File: config.mk
export PLATFORM = sky130hd
export DESIGN_NAME = lc3b_ctrl_top
export DESIGN_NICKNAME = d
export VERILOG_FILES = /design/src/source/lc3b_types.sv /design/src/source/control_rom.sv /design/src/source/ir_decode.sv /design/src/source/ctrl_pipe.sv /design/src/source/mem_stage_ctrl.sv /design/src/source/lc3b_ctrl_top.sv
export SDC_FILE = /design/constraint.sdc
export NUM_CORES = 1
export LEC_CHECK = 0
export BUFFER_PORTS_ARGS = -buffer_cell sky130_fd_sc_hd__buf_2
export CORE_MARGIN = 2
export CORE_UTILIZATION = 55
export CTS_BUF_LIST = sky130_fd_sc_hd__clkbuf_8
export DETAILED_ROUTE_END_ITERATION = 12
export PLACE_DENSITY = 0.82
export SLEW_MARGIN = 20
export SYNTH_ARGS = -nofsm -noshare
export SYNTH_HDL_FRONTEND = slang
export SYNTH_SLANG_ARGS = --single-unit
File: constraint.sdc
create_clock -name clk -period 6.1 [get_ports clk]
set_input_delay 0.305 -clock clk [delete_from_list [all_inputs] [get_ports clk]]
set_output_delay 0.305 -clock clk [all_outputs]
set_load 0.02 [all_outputs]
File: src/source/lc3b_types.sv
`default_nettype none

package lc3b_types;

    typedef logic [15:0] lc3b_word;      // Instruction or data word
    typedef logic [1:0]  lc3b_mem_wmask; // Byte-lane enables where bit 1 is the high byte
    typedef logic [1:0]  lc3b_sel2;      // Generic four-way mux select

    typedef enum logic [3:0] {
        op_br   = 4'b0000,
        op_add  = 4'b0001,
        op_ldb  = 4'b0010,
        op_stb  = 4'b0011,
        op_jsr  = 4'b0100,
        op_and  = 4'b0101,
        op_ldr  = 4'b0110,
        op_str  = 4'b0111,
        op_rti  = 4'b1000,
        op_not  = 4'b1001,
        op_ldi  = 4'b1010,
        op_sti  = 4'b1011,
        op_jmp  = 4'b1100,
        op_shf  = 4'b1101,
        op_lea  = 4'b1110,
        op_trap = 4'b1111
    } lc3b_opcode;

    typedef enum logic [2:0] {
        alu_add = 3'b000,
        alu_and = 3'b001,
        alu_not = 3'b010
    } lc3b_aluop;

    typedef enum logic {
        mem_idle,
        mem_indirect
    } mem_state;

    // Bit positions of the fields inside the flat control word counted from the LSB
    localparam int CW_OFFSET6MUX      = 0;
    localparam int CW_OFFSETADDERMUX  = 1;
    localparam int CW_MDRMUX          = 2;
    localparam int CW_DESTMUX         = 3;
    localparam int CW_STOREMUX        = 4;
    localparam int CW_BRMUX           = 5;
    localparam int CW_STB_FILTER      = 6;
    localparam int CW_REGFILE_FILTER  = 7;
    localparam int CW_INDIRECT        = 8;
    localparam int CW_MEM_WRITE       = 9;
    localparam int CW_MEM_READ        = 10;
    localparam int CW_LOAD_MDR        = 11;
    localparam int CW_LOAD_MAR        = 12;
    localparam int CW_LOAD_CC         = 13;
    localparam int CW_LOAD_REGFILE    = 14;
    localparam int CW_LOAD_PC         = 15;
    localparam int CW_MARMUX          = 16; // Two bits each from here on
    localparam int CW_REGFILEMUX      = 18;
    localparam int CW_ALUMUX          = 20;
    localparam int CW_PCMUX           = 22;
    localparam int CW_WMASK           = 24;
    localparam int CW_ALUOP           = 26; // Three bits
    localparam int CW_OPCODE          = 29; // Four bits, topmost field
    localparam int CTRL_W             = CW_OPCODE + 4;

endpackage : lc3b_types

`default_nettype wire

File: src/source/control_rom.sv
`timescale 1ns/1ps
`default_nettype none

module control_rom import lc3b_types::*; (
    input  wire lc3b_opcode     opcode,
    input  wire                 imm_enable,
    input  wire                 stb_high_enable,
    input  wire                 jsr_enable,
    input  wire                 is_nop,
    output lc3b_opcode          ctrl_opcode,
    output lc3b_aluop           aluop,
    output lc3b_mem_wmask       mem_byte_enable,
    output lc3b_sel2            pcmux_sel,
    output lc3b_sel2            alumux_sel,
    output lc3b_sel2            regfilemux_sel,
    output lc3b_sel2            marmux_sel,
    output logic                load_pc,
    output logic                load_regfile,
    output logic                load_cc,
    output logic                load_mar,
    output logic                load_mdr,
    output logic                mem_read,
    output logic                mem_write,
    output logic                indirect_enable,
    output logic                regfile_filter_enable,
    output logic                stb_filter_enable,
    output logic                brmux_sel,
    output logic                storemux_sel,
    output logic                destmux_sel,
    output logic                mdrmux_sel,
    output logic                offsetaddermux_sel,
    output logic                offset6mux_sel
);

    always_comb begin
        // Everything idle except a full-word byte mask and an add
        ctrl_opcode           = opcode;
        aluop                 = alu_add;
        mem_byte_enable       = 2'b11;
        pcmux_sel             = 2'b00;
        alumux_sel            = 2'b00;
        regfilemux_sel        = 2'b00;
        marmux_sel            = 2'b00;
        load_pc               = 1'b0;
        load_regfile          = 1'b0;
        load_cc               = 1'b0;
        load_mar              = 1'b0;
        load_mdr              = 1'b0;
        mem_read              = 1'b0;
        mem_write             = 1'b0;
        indirect_enable       = 1'b0;
        regfile_filter_enable = 1'b0;
        stb_filter_enable     = 1'b0;
        brmux_sel             = 1'b0;
        storemux_sel          = 1'b0;
        destmux_sel           = 1'b0;
        mdrmux_sel            = 1'b0;
        offsetaddermux_sel    = 1'b0;
        offset6mux_sel        = 1'b0;

        case (opcode)
            op_add, op_and: begin
                aluop        = (opcode == op_and) ? alu_and : alu_add;
                load_regfile = 1'b1;
                load_cc      = 1'b1;
                if (imm_enable) begin
                    alumux_sel = 2'b10; // Second operand is SEXT(imm5)
                end
            end
            op_not: begin
                aluop        = alu_not;
                load_regfile = 1'b1;
                load_cc      = 1'b1;
            end
            op_ldr, op_ldi, op_ldb: begin
                // Base plus offset goes to MAR, memory data comes back through MDR
                alumux_sel     = 2'b01;
                load_mar       = 1'b1;
                mdrmux_sel     = 1'b1;
                load_mdr       = 1'b1;
                mem_read       = 1'b1;
                regfilemux_sel = 2'b01;
                load_regfile   = 1'b1;
                load_cc        = 1'b1;
                if (opcode == op_ldi) begin
                    indirect_enable = 1'b1; // Loaded word is the address of the data
                end
                if (opcode == op_ldb) begin
                    offset6mux_sel        = 1'b1; // Unscaled byte offset
                    regfile_filter_enable = 1'b1; // Zero-extend the selected byte
                end
            end
            op_str, op_stb: begin
                alumux_sel   = 2'b01;
                load_mar     = 1'b1;
                storemux_sel = 1'b1;
                load_mdr     = 1'b1;
                mem_write    = 1'b1;
                if (opcode == op_stb) begin
                    // Source byte is steered to the lane picked by the address bit
                    offset6mux_sel    = 1'b1;
                    stb_filter_enable = 1'b1;
                    mem_byte_enable   = stb_high_enable ? 2'b10 : 2'b01;
                end
            end
            op_br: begin
                if (!is_nop) begin
                    brmux_sel = 1'b1;
                    load_pc   = 1'b1;
                end
            end
            op_jsr: begin
                destmux_sel    = 1'b1; // Destination forced to R7
                regfilemux_sel = 2'b11; // Return address
                load_regfile   = 1'b1;
                load_pc        = 1'b1;
                if (jsr_enable) begin
                    offsetaddermux_sel = 1'b1;
                    pcmux_sel          = 2'b01;
                end else begin
                    pcmux_sel = 2'b10; // JSRR takes the base register
                end
            end
            op_jmp: begin
                pcmux_sel = 2'b11;
                load_pc   = 1'b1;
            end
            default: begin
                // The defaults are already zero apart from these two fields
                ctrl_opcode     = lc3b_opcode'(4'b0000);
                mem_byte_enable = 2'b00;
            end
        endcase
    end

endmodule : control_rom

`default_nettype wire

File: src/source/ir_decode.sv
`timescale 1ns/1ps
`default_nettype none

module ir_decode import lc3b_types::*; (
    input  wire lc3b_word    instr,
    input  wire              instr_strobe,
    input  wire              addr_lsb,
    output logic [CTRL_W-1:0] dec_ctrl,
    output logic             dec_valid
);

    lc3b_opcode    opcode;
    logic          imm_enable;
    logic          stb_high_enable;
    logic          jsr_enable;
    logic          is_nop;
    lc3b_opcode    ctrl_opcode;
    lc3b_aluop     aluop;
    lc3b_mem_wmask mem_byte_enable;
    lc3b_sel2      pcmux_sel, alumux_sel, regfilemux_sel, marmux_sel;
    logic          load_pc, load_regfile, load_cc, load_mar, load_mdr;
    logic          mem_read, mem_write, indirect_enable;
    logic          regfile_filter_enable, stb_filter_enable;
    logic          brmux_sel, storemux_sel, destmux_sel, mdrmux_sel;
    logic          offsetaddermux_sel, offset6mux_sel;

    assign opcode          = lc3b_opcode'(instr[15:12]);
    assign imm_enable      = instr[5];
    assign jsr_enable      = instr[11];           // JSR with PC-relative offset
    assign is_nop          = (instr[11:9] == 3'b000); // BR with no condition bits set
    assign stb_high_enable = addr_lsb;
    assign dec_valid       = instr_strobe;

    control_rom i_control_rom (.*);

    // Pack the ROM outputs at the positions fixed in the package
    assign dec_ctrl[CW_OPCODE +: 4]        = ctrl_opcode;
    assign dec_ctrl[CW_ALUOP +: 3]         = aluop;
    assign dec_ctrl[CW_WMASK +: 2]         = mem_byte_enable;
    assign dec_ctrl[CW_PCMUX +: 2]         = pcmux_sel;
    assign dec_ctrl[CW_ALUMUX +: 2]        = alumux_sel;
    assign dec_ctrl[CW_REGFILEMUX +: 2]    = regfilemux_sel;
    assign dec_ctrl[CW_MARMUX +: 2]        = marmux_sel;
    assign dec_ctrl[CW_LOAD_PC]            = load_pc;
    assign dec_ctrl[CW_LOAD_REGFILE]       = load_regfile;
    assign dec_ctrl[CW_LOAD_CC]            = load_cc;
    assign dec_ctrl[CW_LOAD_MAR]           = load_mar;
    assign dec_ctrl[CW_LOAD_MDR]           = load_mdr;
    assign dec_ctrl[CW_MEM_READ]           = mem_read;
    assign dec_ctrl[CW_MEM_WRITE]          = mem_write;
    assign dec_ctrl[CW_INDIRECT]           = indirect_enable;
    assign dec_ctrl[CW_REGFILE_FILTER]     = regfile_filter_enable;
    assign dec_ctrl[CW_STB_FILTER]         = stb_filter_enable;
    assign dec_ctrl[CW_BRMUX]              = brmux_sel;
    assign dec_ctrl[CW_STOREMUX]           = storemux_sel;
    assign dec_ctrl[CW_DESTMUX]            = destmux_sel;
    assign dec_ctrl[CW_MDRMUX]             = mdrmux_sel;
    assign dec_ctrl[CW_OFFSETADDERMUX]     = offsetaddermux_sel;
    assign dec_ctrl[CW_OFFSET6MUX]         = offset6mux_sel;

endmodule : ir_decode

`default_nettype wire

File: src/source/ctrl_pipe.sv
`timescale 1ns/1ps
`default_nettype none

module ctrl_pipe import lc3b_types::*; (
    input  wire               clk,
    input  wire               rst_n,
    input  wire               hold,
    input  wire  [CTRL_W-1:0] dec_ctrl,
    input  wire               dec_valid,
    output logic [CTRL_W-1:0] mem_ctrl,
    output logic              mem_ctrl_valid
);

    logic [CTRL_W-1:0] ex_ctrl;  // Execute-stage control word
    logic              ex_valid;

    // Valid bits shift decode to execute to memory unless the memory stage holds
    always_ff @(posedge clk or negedge rst_n) begin
        if (!rst_n) begin
            ex_valid       <= 1'b0;
            mem_ctrl_valid <= 1'b0;
        end else if (!hold) begin
            ex_valid       <= dec_valid;
            mem_ctrl_valid <= ex_valid;
        end
    end

    // Payload follows the same shift as the valid bits
    always_ff @(posedge clk) begin
        if (!hold) begin
            ex_ctrl  <= dec_ctrl;
            mem_ctrl <= ex_ctrl;
        end
    end

endmodule : ctrl_pipe

`default_nettype wire

File: src/source/mem_stage_ctrl.sv
`timescale 1ns/1ps
`default_nettype none

module mem_stage_ctrl import lc3b_types::*; (
    input  wire               clk,
    input  wire               rst_n,
    input  wire  [CTRL_W-1:0] mem_ctrl,
    input  wire               mem_ctrl_valid,
    output logic              hold,
    output logic              mem_read,
    output logic              mem_write,
    output lc3b_mem_wmask     mem_byte_enable,
    output logic              mem_indirect,
    output logic              load_regfile,
    output logic              load_cc,
    output logic              load_pc,
    output lc3b_sel2          pcmux_sel,
    output lc3b_sel2          regfilemux_sel,
    output lc3b_sel2          alumux_sel,
    output lc3b_aluop         aluop,
    output lc3b_opcode        opcode_mem,
    output logic              mem_valid
);

    mem_state state;
    mem_state state_next;
    logic     ind_first;   // Address read of an LDI
    logic     ind_second;  // Data read of an LDI
    logic     wb_enable;

    assign ind_first  = mem_ctrl_valid && mem_ctrl[CW_INDIRECT] && (state == mem_idle);
    assign ind_second = mem_ctrl_valid && (state == lc3b_types::mem_indirect);
    assign wb_enable  = mem_ctrl_valid && !ind_first;

    always_comb begin
        state_next = state;
        case (state)
            mem_idle: begin
                if (ind_first) begin
                    state_next = lc3b_types::mem_indirect;
                end
            end
            default: state_next = mem_idle; // Second access always takes a single cycle
        endcase
    end

    always_ff @(posedge clk or negedge rst_n) begin
        if (!rst_n) begin
            state <= mem_idle;
        end else begin
            state <= state_next;
        end
    end

    // The pipe stays frozen for exactly the address-read cycle
    assign hold      = ind_first;
    assign mem_valid = mem_ctrl_valid;

    // Both LDI cycles issue a memory read
    assign mem_read        = mem_ctrl_valid && mem_ctrl[CW_MEM_READ];
    assign mem_write       = mem_ctrl_valid && mem_ctrl[CW_MEM_WRITE];
    assign mem_byte_enable = mem_ctrl_valid ? mem_ctrl[CW_WMASK +: 2] : 2'b00;
    assign mem_indirect    = ind_second;

    // Writeback waits for the data read when the load is indirect
    assign load_regfile = wb_enable && mem_ctrl[CW_LOAD_REGFILE];
    assign load_cc      = wb_enable && mem_ctrl[CW_LOAD_CC];
    assign load_pc      = wb_enable && mem_ctrl[CW_LOAD_PC];

    assign pcmux_sel      = mem_ctrl_valid ? mem_ctrl[CW_PCMUX +: 2] : 2'b00;
    assign regfilemux_sel = mem_ctrl_valid ? mem_ctrl[CW_REGFILEMUX +: 2] : 2'b00;
    assign alumux_sel     = mem_ctrl_valid ? mem_ctrl[CW_ALUMUX +: 2] : 2'b00;
    assign aluop          = lc3b_aluop'(mem_ctrl_valid ? mem_ctrl[CW_ALUOP +: 3] : 3'b000);
    assign opcode_mem     = lc3b_opcode'(mem_ctrl_valid ? mem_ctrl[CW_OPCODE +: 4] : 4'b0000);

endmodule : mem_stage_ctrl

`default_nettype wire

File: src/source/lc3b_ctrl_top.sv
`timescale 1ns/1ps
`default_nettype none

module lc3b_ctrl_top import lc3b_types::*; (
    input  wire            clk,
    input  wire            rst_n,
    input  wire            instr_strobe,
    input  wire lc3b_word  instr,
    input  wire            addr_lsb,
    output logic           mem_read,
    output logic           mem_write,
    output lc3b_mem_wmask  mem_byte_enable,
    output logic           mem_indirect,
    output logic           load_regfile,
    output logic           load_cc,
    output logic           load_pc,
    output lc3b_sel2       pcmux_sel,
    output lc3b_sel2       regfilemux_sel,
    output lc3b_sel2       alumux_sel,
    output lc3b_aluop      aluop,
    output lc3b_opcode     opcode_mem,
    output logic           mem_valid,
    output logic           hold
);

    logic [CTRL_W-1:0] dec_ctrl;
    logic              dec_valid;
    logic [CTRL_W-1:0] mem_ctrl;
    logic              mem_ctrl_valid;

    ir_decode i_ir_decode (
        .instr        (instr),
        .instr_strobe (instr_strobe),
        .addr_lsb     (addr_lsb),
        .dec_ctrl     (dec_ctrl),
        .dec_valid    (dec_valid)
    );

    ctrl_pipe i_ctrl_pipe (
        .clk            (clk),
        .rst_n          (rst_n),
        .hold           (hold),
        .dec_ctrl       (dec_ctrl),
        .dec_valid      (dec_valid),
        .mem_ctrl       (mem_ctrl),
        .mem_ctrl_valid (mem_ctrl_valid)
    );

    // Memory stage feeds hold back into the pipe
    mem_stage_ctrl i_mem_stage_ctrl (
        .clk             (clk),
        .rst_n           (rst_n),
        .mem_ctrl        (mem_ctrl),
        .mem_ctrl_valid  (mem_ctrl_valid),
        .hold            (hold),
        .mem_read        (mem_read),
        .mem_write       (mem_write),
        .mem_byte_enable (mem_byte_enable),
        .mem_indirect    (mem_indirect),
        .load_regfile    (load_regfile),
        .load_cc         (load_cc),
        .load_pc         (load_pc),
        .pcmux_sel       (pcmux_sel),
        .regfilemux_sel  (regfilemux_sel),
        .alumux_sel      (alumux_sel),
        .aluop           (aluop),
        .opcode_mem      (opcode_mem),
        .mem_valid       (mem_valid)
    );

endmodule : lc3b_ctrl_top

`default_nettype wire

Yosys cells after proc, flatten, opt, wreduce, memory -nomap -nowiden --
Index checks and enable logic that the tools add are counted. W data, S select, Z words.
Word-level totals: latch bits 0, memories 0, bits in writable memories 0, bits in registers 65, bits of input ports 20, memory bits (read-only) 0, output and inout bits 23
Cells by class: bitwise operators 1, add/sub/neg operators 0, mux-type cells 31, multipliers 0, shift operators 0, div/mod/pow operators 0, reduce and logical (&&, ||, !) cells 21, equal/unequal tests 10, $lt $le $gt $ge 0
Operators by type and width (number):
- $pmux W2 S2 | 5
- $eq A4 B3 Y1 const B | 4
- $mux W2 | 8
- $mux W1 | 14
- $eq A4 B4 Y1 const B | 3
- $reduce_or A11 Y1 | 1
- $logic_and A1 B1 Y1 | 9
- $reduce_or A9 Y1 | 1
- $eq A4 B2 Y1 const B | 2
- $reduce_or A7 Y1 | 1
- $reduce_or A2 Y1 | 3
- $reduce_or A6 Y1 | 1
- $reduce_or A5 Y1 | 1
- $eq A4 B1 Y1 const B | 1
- $logic_not A4 Y1 | 1
- $mux W4 | 1
- $pmux W1 S2 | 2
- $logic_not A3 Y1 | 1
- $mux W3 | 1
- $reduce_or A3 Y1 | 1
- $logic_not A1 Y1 | 1
- $not A1 Y1 | 1

Logic depth before layout (Yosys ltp) --
Gate-level depths: netlist of the first run.
depth after elaboration 5, mapped depth 4, depth with buffers taken out 3

Cells and area by module --
Synthesis of the first run repeated with hierarchy kept, for this count alone.
Unflattened totals: cell total of the unflattened synthesis 176, area total of the unflattened synthesis 2783.9 µm²
Modules (own cells, without submodules):
- ctrl_pipe | times used 1, area each 2058.2 µm², seq. area each 2031.9 µm², cells each 71
- control_rom | times used 1, area each 367.9 µm², seq. area each 0.0 µm², cells each 59
- mem_stage_ctrl | times used 1, area each 220.2 µm², seq. area each 25.0 µm², cells each 28
- ir_decode | times used 1, area each 137.6 µm², seq. area each 0.0 µm², cells each 18

Worst setup path after synthesis of the first run --
OpenSTA, ideal clock, no wires.
path kind reg2out, start point register i_ctrl_pipe.mem_ctrl_valid, end point output port hold, required time 5.795 ns, slack 3.765 ns, path buffers 0, arrival 2.030 ns, stages on the path, launching flop included 3, cell sequence dfrtp_1 -> nand3b_1 -> inv_1
Between the ends: cells in the longest elaborated chain, start to end 2
RTL lines:
- start, declared | RTL line ctrl_pipe.sv:11 | output logic mem_ctrl_valid
- start signal, assigned | RTL line ctrl_pipe.sv:24 | mem_ctrl_valid <= ex_valid;
- $logic_and A1 B1 Y1 (2 in series) | RTL line mem_stage_ctrl.sv:31 | assign ind_first = mem_ctrl_valid && mem_ctrl[CW_INDIRECT] && (state == mem_idle);
- end, declared | RTL line lc3b_ctrl_top.sv:23 | output logic hold
No other way between the ends.

Worst setup path after layout of the first run --
Same ends and word-level chain as after synthesis.

==> results of run 1 <==
[metrics by stage]
| step | instance area [µm²] | std cells | power, µW | setup slack [ns] |
|---|---|---|---|---|
| 5_1_grt | 1980 | 184 | 950 | 3.80 |
| 6_report | 1980 | 184 | 902 | 3.99 |
| 3_3_place_gp | 1870 | 175 | 707 | 4.39 |
| 2_1_floorplan | 1690 | 114 | 645 | 3.77 |
| 4_1_cts | 1980 | 184 | 912 | 3.93 |
| 3_5_place_dp | 1870 | 175 | 725 | 4.26 |
[metal layers]
layer | GRT usage | vias up | routed length (µm) | part of all wire
met5 | 0 | - | 0 | 0
met1 | 0.178 | 445 | 1020 | 0.40
li1 | - | 471 | - | -
met3 | 0.0677 | 2 | 143 | 0.057
met4 | 0.0571 | 0 | 10 | 0.0040
met2 | 0.262 | 33 | 1350 | 0.53
[worst max-delay path: stages, from the launching register on]
cell	delay (ns)
dfrtp_1	0.56
nand3b_1	0.18
buf_4	0.46
inv_1	0.13
buf_2	0.19
[registers in the layout, indices dropped and copies added (netlist names)]
| register | count |
|---|---|
| i_ctrl_pipe.ex_ctrl | 20 |
| i_ctrl_pipe.ex_valid | 1 |
| i_ctrl_pipe.mem_ctrl | 20 |
| i_ctrl_pipe.mem_ctrl_valid | 1 |
| i_mem_stage_ctrl.state | 1 |
[repair_timing]
| item | 4_1_cts | 5_1_grt |
|---|---|---|
| hold endpoints to repair | 3 | 0 |
| hold buffers | 1 | 0 |
| setup buffers | 0 | 0 |
[power by group]
group	switching, µW	leakage, µW	internal [µW]
Clock	87.0	0.0000557	102
Sequential	34.2	0.000484	461
Combinational	144	0.000332	74.5
[cell type report]
class / instances / area [µm²]
Sequential cell: 43 / 1280
Fill cell: 223 / 1020
Multi-Input combinational cell: 63 / 377
Timing Repair Buffer: 35 / 183
Clock buffer: 7 / 96.3
Tap cell: 33 / 41.3
Inverter: 2 / 7.51
Clock inverter: 1 / 3.75
[layout by cell type, fill, tap and decap left out, types with 2 or more instances in the layout]
cell type and instances:
buf_2 33, edfxtp_1 40, a21oi_1 3, nor2_1 13, clkbuf_8 7, inv_1 3, nand2_1 3, and2_1 19
and3_1 3, o21ai_0 2, dfrtp_1 3, nand2b_1 4, o22ai_1 2
[final timing paths]
path	slack (ns)	from	end
setup / recovery	3.99	i_ctrl_pipe.mem_ctrl_valid	hold
hold / removal	0.25	instr_strobe	i_ctrl_pipe.ex_valid
setup reg to reg	4.39	i_ctrl_pipe.mem_ctrl_valid	i_ctrl_pipe.ex_valid
hold reg to reg	0.42	i_ctrl_pipe.ex_ctrl[29]	i_ctrl_pipe.mem_ctrl[29]
max in group asynchronous	5.66	rst_n	i_ctrl_pipe.mem_ctrl_valid
min in group asynchronous	0.33	rst_n	i_ctrl_pipe.ex_valid
[logic make-up (layout without fill, tap and decap cells)]
logic type | Yosys count | count (layout) | synth area share
AOI/OAI and AO/OA | 11 | 11 | 0.0458
xor gates and xnor gates | 1 | 1 | 0.00517
buffers and inverters | 8 | 45 | 0.0244
DFF | 43 | 43 | 0.753
muxes | 1 | 1 | 0.00665
other | 1 | 1 | 0.00221
and+or+nand+nor | 49 | 49 | 0.162
==> results.cfg, run 1 <==
[route]
post_drt_wl_per_cell_um = 13.7
drc = 0
initialDrtViolationCount = 47
vias = 951
drt-total-wl_um = 2520
ant_nets = 0
via_per_inst = 5.17
drt_first_pass_iters = 4

[synthesis]
synthTopCellsByArea = edfxtp_1 71%, and2_1 7.0%, dfrtp_1 4.4%
postSynthCellCount = 114
syn_area_mm2 = 0.00169
synth_edf_count = 40
ys_ff_latch = 43
yosysUniqueCellTypes = 28
ys_warn_count = 0
yosysMostFrequentCell = edfxtp_1
synth_commonest_cells = 40 x edfxtp_1, 19 x and2_1, 13 x nor2_1, 4 x clkbuf_1, 4 x nand2b_1
ys_seq_area_frac = 0.753
synth_area_leader_cell = edfxtp_1
synth_top_area_share = 0.709
ys.flop_type = edfxtp_1
syn_avg_cell_area_um2 = 14.9
synth-async-reset-ratio = 0.0698
syn-num-nets = 134

[critical_path]
crit_type = flip-flop to primary output
cp.required_ns = 5.79
crit_arrival_ns = 1.81
end_kind = primary output
start_kind = flip-flop
r2r_cells = 3
cp_max_fo = 43

[floorplan]
dieHeight_um = 59.5
initial_utilization = 0.564
placeableCoreArea_mm2 = 0.00300
rows = 20
pin_count = 43
die_w_um = 59.5
dieArea_mm2 = 0.00354

[clocking]
cts_root_buffer = clkbuf_8
clk_path_buf_depth = 2
ctsResizeCount = 0
insertion_delay_ns = 0.29
clk_pin_slew_ns = 0.08
cts_sinks = 43
cts_max_level = 2
cts-buffers-inserted = 5
cts_tree = built

[sta]
slew_viol_final = 0
hold_viol = 0
finalClockSkew_ns = 0.00943
finalSetupViolations = 0
tightestPinTransition_ns = 0.509
fin_setup_tns_ns = 0
fin_crit_ns = 2.11
slew_headroom = 0.661
rsz0062_at_grt = no
timing.final.crit_share = 0.346
holdWs_ns = 0.251
max_freq_mhz = 474

[placement]
hpwl_um = 1740
portBuffers = 33
gp_congestion = 0.714

[power]
powerDensity_mw_per_mm2 = 455
p_leak_uw = 0.000872
ir_drop_v = 0.000202

[finish]
fin_util = 0.661
diodes = 0
area_delta_synth_final_pct = 17.1
nNetsFinal = 170
drive_above_1_share = 0.298

[run_status]
status = complete, no violations

[grt]
overflow = 0
antenna_found_initial = 0
grt_pass1_vias = 855
grt.total_usage = 0.156
grt_pass1_wl_um = 3800
grt_max_degree = 44

[flow_run]
max_cap_violations = 0

[min_path]
min_path_type = primary input to flip-flop
min_path_cells = 2
(Power assumes the default switching activity.)
==> inputs of run 2 (changes only) <==
--- a/config.mk
+++ b/config.mk
@@ -7,10 +7,10 @@
 export LEC_CHECK = 0
 export BUFFER_PORTS_ARGS = -buffer_cell sky130_fd_sc_hd__buf_2
 export CORE_MARGIN = 2
-export CORE_UTILIZATION = 55
+export CORE_UTILIZATION = 54
 export CTS_BUF_LIST = sky130_fd_sc_hd__clkbuf_8
 export DETAILED_ROUTE_END_ITERATION = 12
-export PLACE_DENSITY = 0.82
+export PLACE_DENSITY = 0.81
 export SLEW_MARGIN = 20
 export SYNTH_ARGS = -nofsm -noshare
 export SYNTH_HDL_FRONTEND = slang
==> constraint.sdc (replaced) <==
create_clock -name clk -period 2 [get_ports clk]
set_input_delay 0.1 -clock clk [delete_from_list [all_inputs] [get_ports clk]]
set_output_delay 0.1 -clock clk [all_outputs]
set_load 0.02 [all_outputs]
==> results.cfg, run 2 (same netlist as run 1, synthesis figures left out) <==
[critical_path]
start_kind = flip-flop
ff2ff_setup_slack_ns = 0.58
cp.required_ns = 1.90
crit_type = flip-flop to primary output
cp_max_fo = 43
cp_slowest_cell = dfrtp_2
path_cells = nand3b_1 -> buf_12 -> inv_1 -> buf_2
cp_top_family = flip-flops
critPathBufInv = 3
end_kind = primary output
slowest_delay_ns = 0.52
crit_arrival_ns = 1.48

[clocking]
clk_pin_slew_ns = 0.08
cts-buffers-inserted = 5
cts_root_buffer = clkbuf_8
clk_path_buf_depth = 2
cts_sinks = 43
insertion_delay_ns = 0.29
ctsResizeCount = 0
cts_max_level = 2
cts_tree = built
post_cts_buffers = 0

[route]
drt_first_pass_iters = 4
drt-total-wl_um = 2490
drc = 0
post_drt_wl_per_cell_um = 12.8
vias = 976
ant_nets = 0
via_per_inst = 5.01
initialDrtViolationCount = 48

[power]
power_uw = 2820
p_leak_uw = 0.000883
powerDensity_mw_per_mm2 = 1400
ir_drop_v = 0.000619

[finish]
regArea_mm2 = 0.00128
drive_above_1_share = 0.298
reg.largest.list = i_ctrl_pipe.ex_ctrl x20, i_ctrl_pipe.mem_ctrl x20
final_common_cell = edfxtp_1
final_area_mm2 = 0.00202
fillerInstances = 221
nNetsFinal = 170
fin_util = 0.667
area_delta_synth_final_pct = 19.1
final_cell_mix = 40 x edfxtp_1, 33 x buf_2, 19 x and2_1
multiInputGateArea_um2 = 377
diodes = 0

[sta]
slew_viol_final = 0
finalClockSkew_ns = 0.0109
rsz0062_at_grt = no
finalSetupViolations = 0
max_freq_mhz = 632
holdWs_ns = 0.0382
hold_viol = 0
fin_setup_tns_ns = 0
fin_crit_ns = 1.58
timing.final.crit_share = 0.792

[grt]
grt_pass1_vias = 884
grt_max_degree = 44
antenna_found_initial = 0
grt.total_usage = 0.155
grt_pass1_wl_um = 3820
overflow = 0

[min_path]
min_path_type = primary input to flip-flop

[run_status]
status = complete, no violations

[floorplan]
dieArea_mm2 = 0.00360
initial_utilization = 0.560
rows = 20
placeableCoreArea_mm2 = 0.00303
dieHeight_um = 60.0
pin_count = 43
die_w_um = 60.0

[flow_run]
max_cap_violations = 0

[placement]
gp_congestion = 0.730
placed_cell_area_mm2 = 0.00190
portBuffers = 33
hpwl_um = 1660
run 2: changes by cell type in the layout (fill, tap and decap cells not counted):
cell       delta
buf_12        +1
buf_4         -1
bufinv_16     +1
clkbuf_8      -2
dfrtp_1       -1
dfrtp_2       +1
inv_1         +1
run 2: layout make-up:
| cell class | count | share of cell area |
|---|---|---|
| well taps | 44 | 0.0273 |
| inverters | 2 | 0.00372 |
| multi-input cells | 63 | 0.187 |
| repair buffers | 35 | 0.0967 |
| clock inverters | 3 | 0.0186 |
| clock buffers | 5 | 0.0341 |
| flip-flops and latches | 43 | 0.633 |
run 2: worst paths after layout:
path / from / end / cells past startpoint
min reg2reg: i_ctrl_pipe.ex_ctrl[19] / i_ctrl_pipe.mem_ctrl[19] / 0
min in group asynchronous: rst_n / i_mem_stage_ctrl.state / 2
max: i_ctrl_pipe.mem_ctrl_valid / hold / 4
min: instr_strobe / i_ctrl_pipe.ex_valid / 2
max reg2reg: i_ctrl_pipe.mem_ctrl_valid / i_ctrl_pipe.ex_valid / 3
max in group asynchronous: rst_n / i_ctrl_pipe.mem_ctrl_valid / 2
run 2: metrics by stage:
step,instances,worst slack (ns)
floorplan,114,-0.183
global placement,186,0.619
detailed placement,186,0.579
CTS,195,0.389
global route,195,0.305
finish,195,0.417
run 2: timing repair:
item	4_1_cts	5_1_grt
setup endpoints to repair	0	0
hold buffers	1	0
hold endpoints to repair	3	0
run 2: metal layers:
layer  routed length, µm  global-route usage  part of all wire
met4                 110               0.111             0.044
met5                   0                   0                 0
met2                1240               0.247              0.50
met1                1000               0.172              0.40
met3                 133              0.0519             0.053
run 2: worst reg2reg max path, delay by kind of cell (launching register included):
family,cells,cell delay [ns]
buf+inv,1,0.25
simple gates,1,0.18
mux,1,0.36
flops,1,0.52
run 2: where the power goes:
group / switching [µW] / internal [µW] / total (µW)
clock network: 261 / 363 / 624
logic: 438 / 246 / 684
registers: 111 / 1410 / 1520
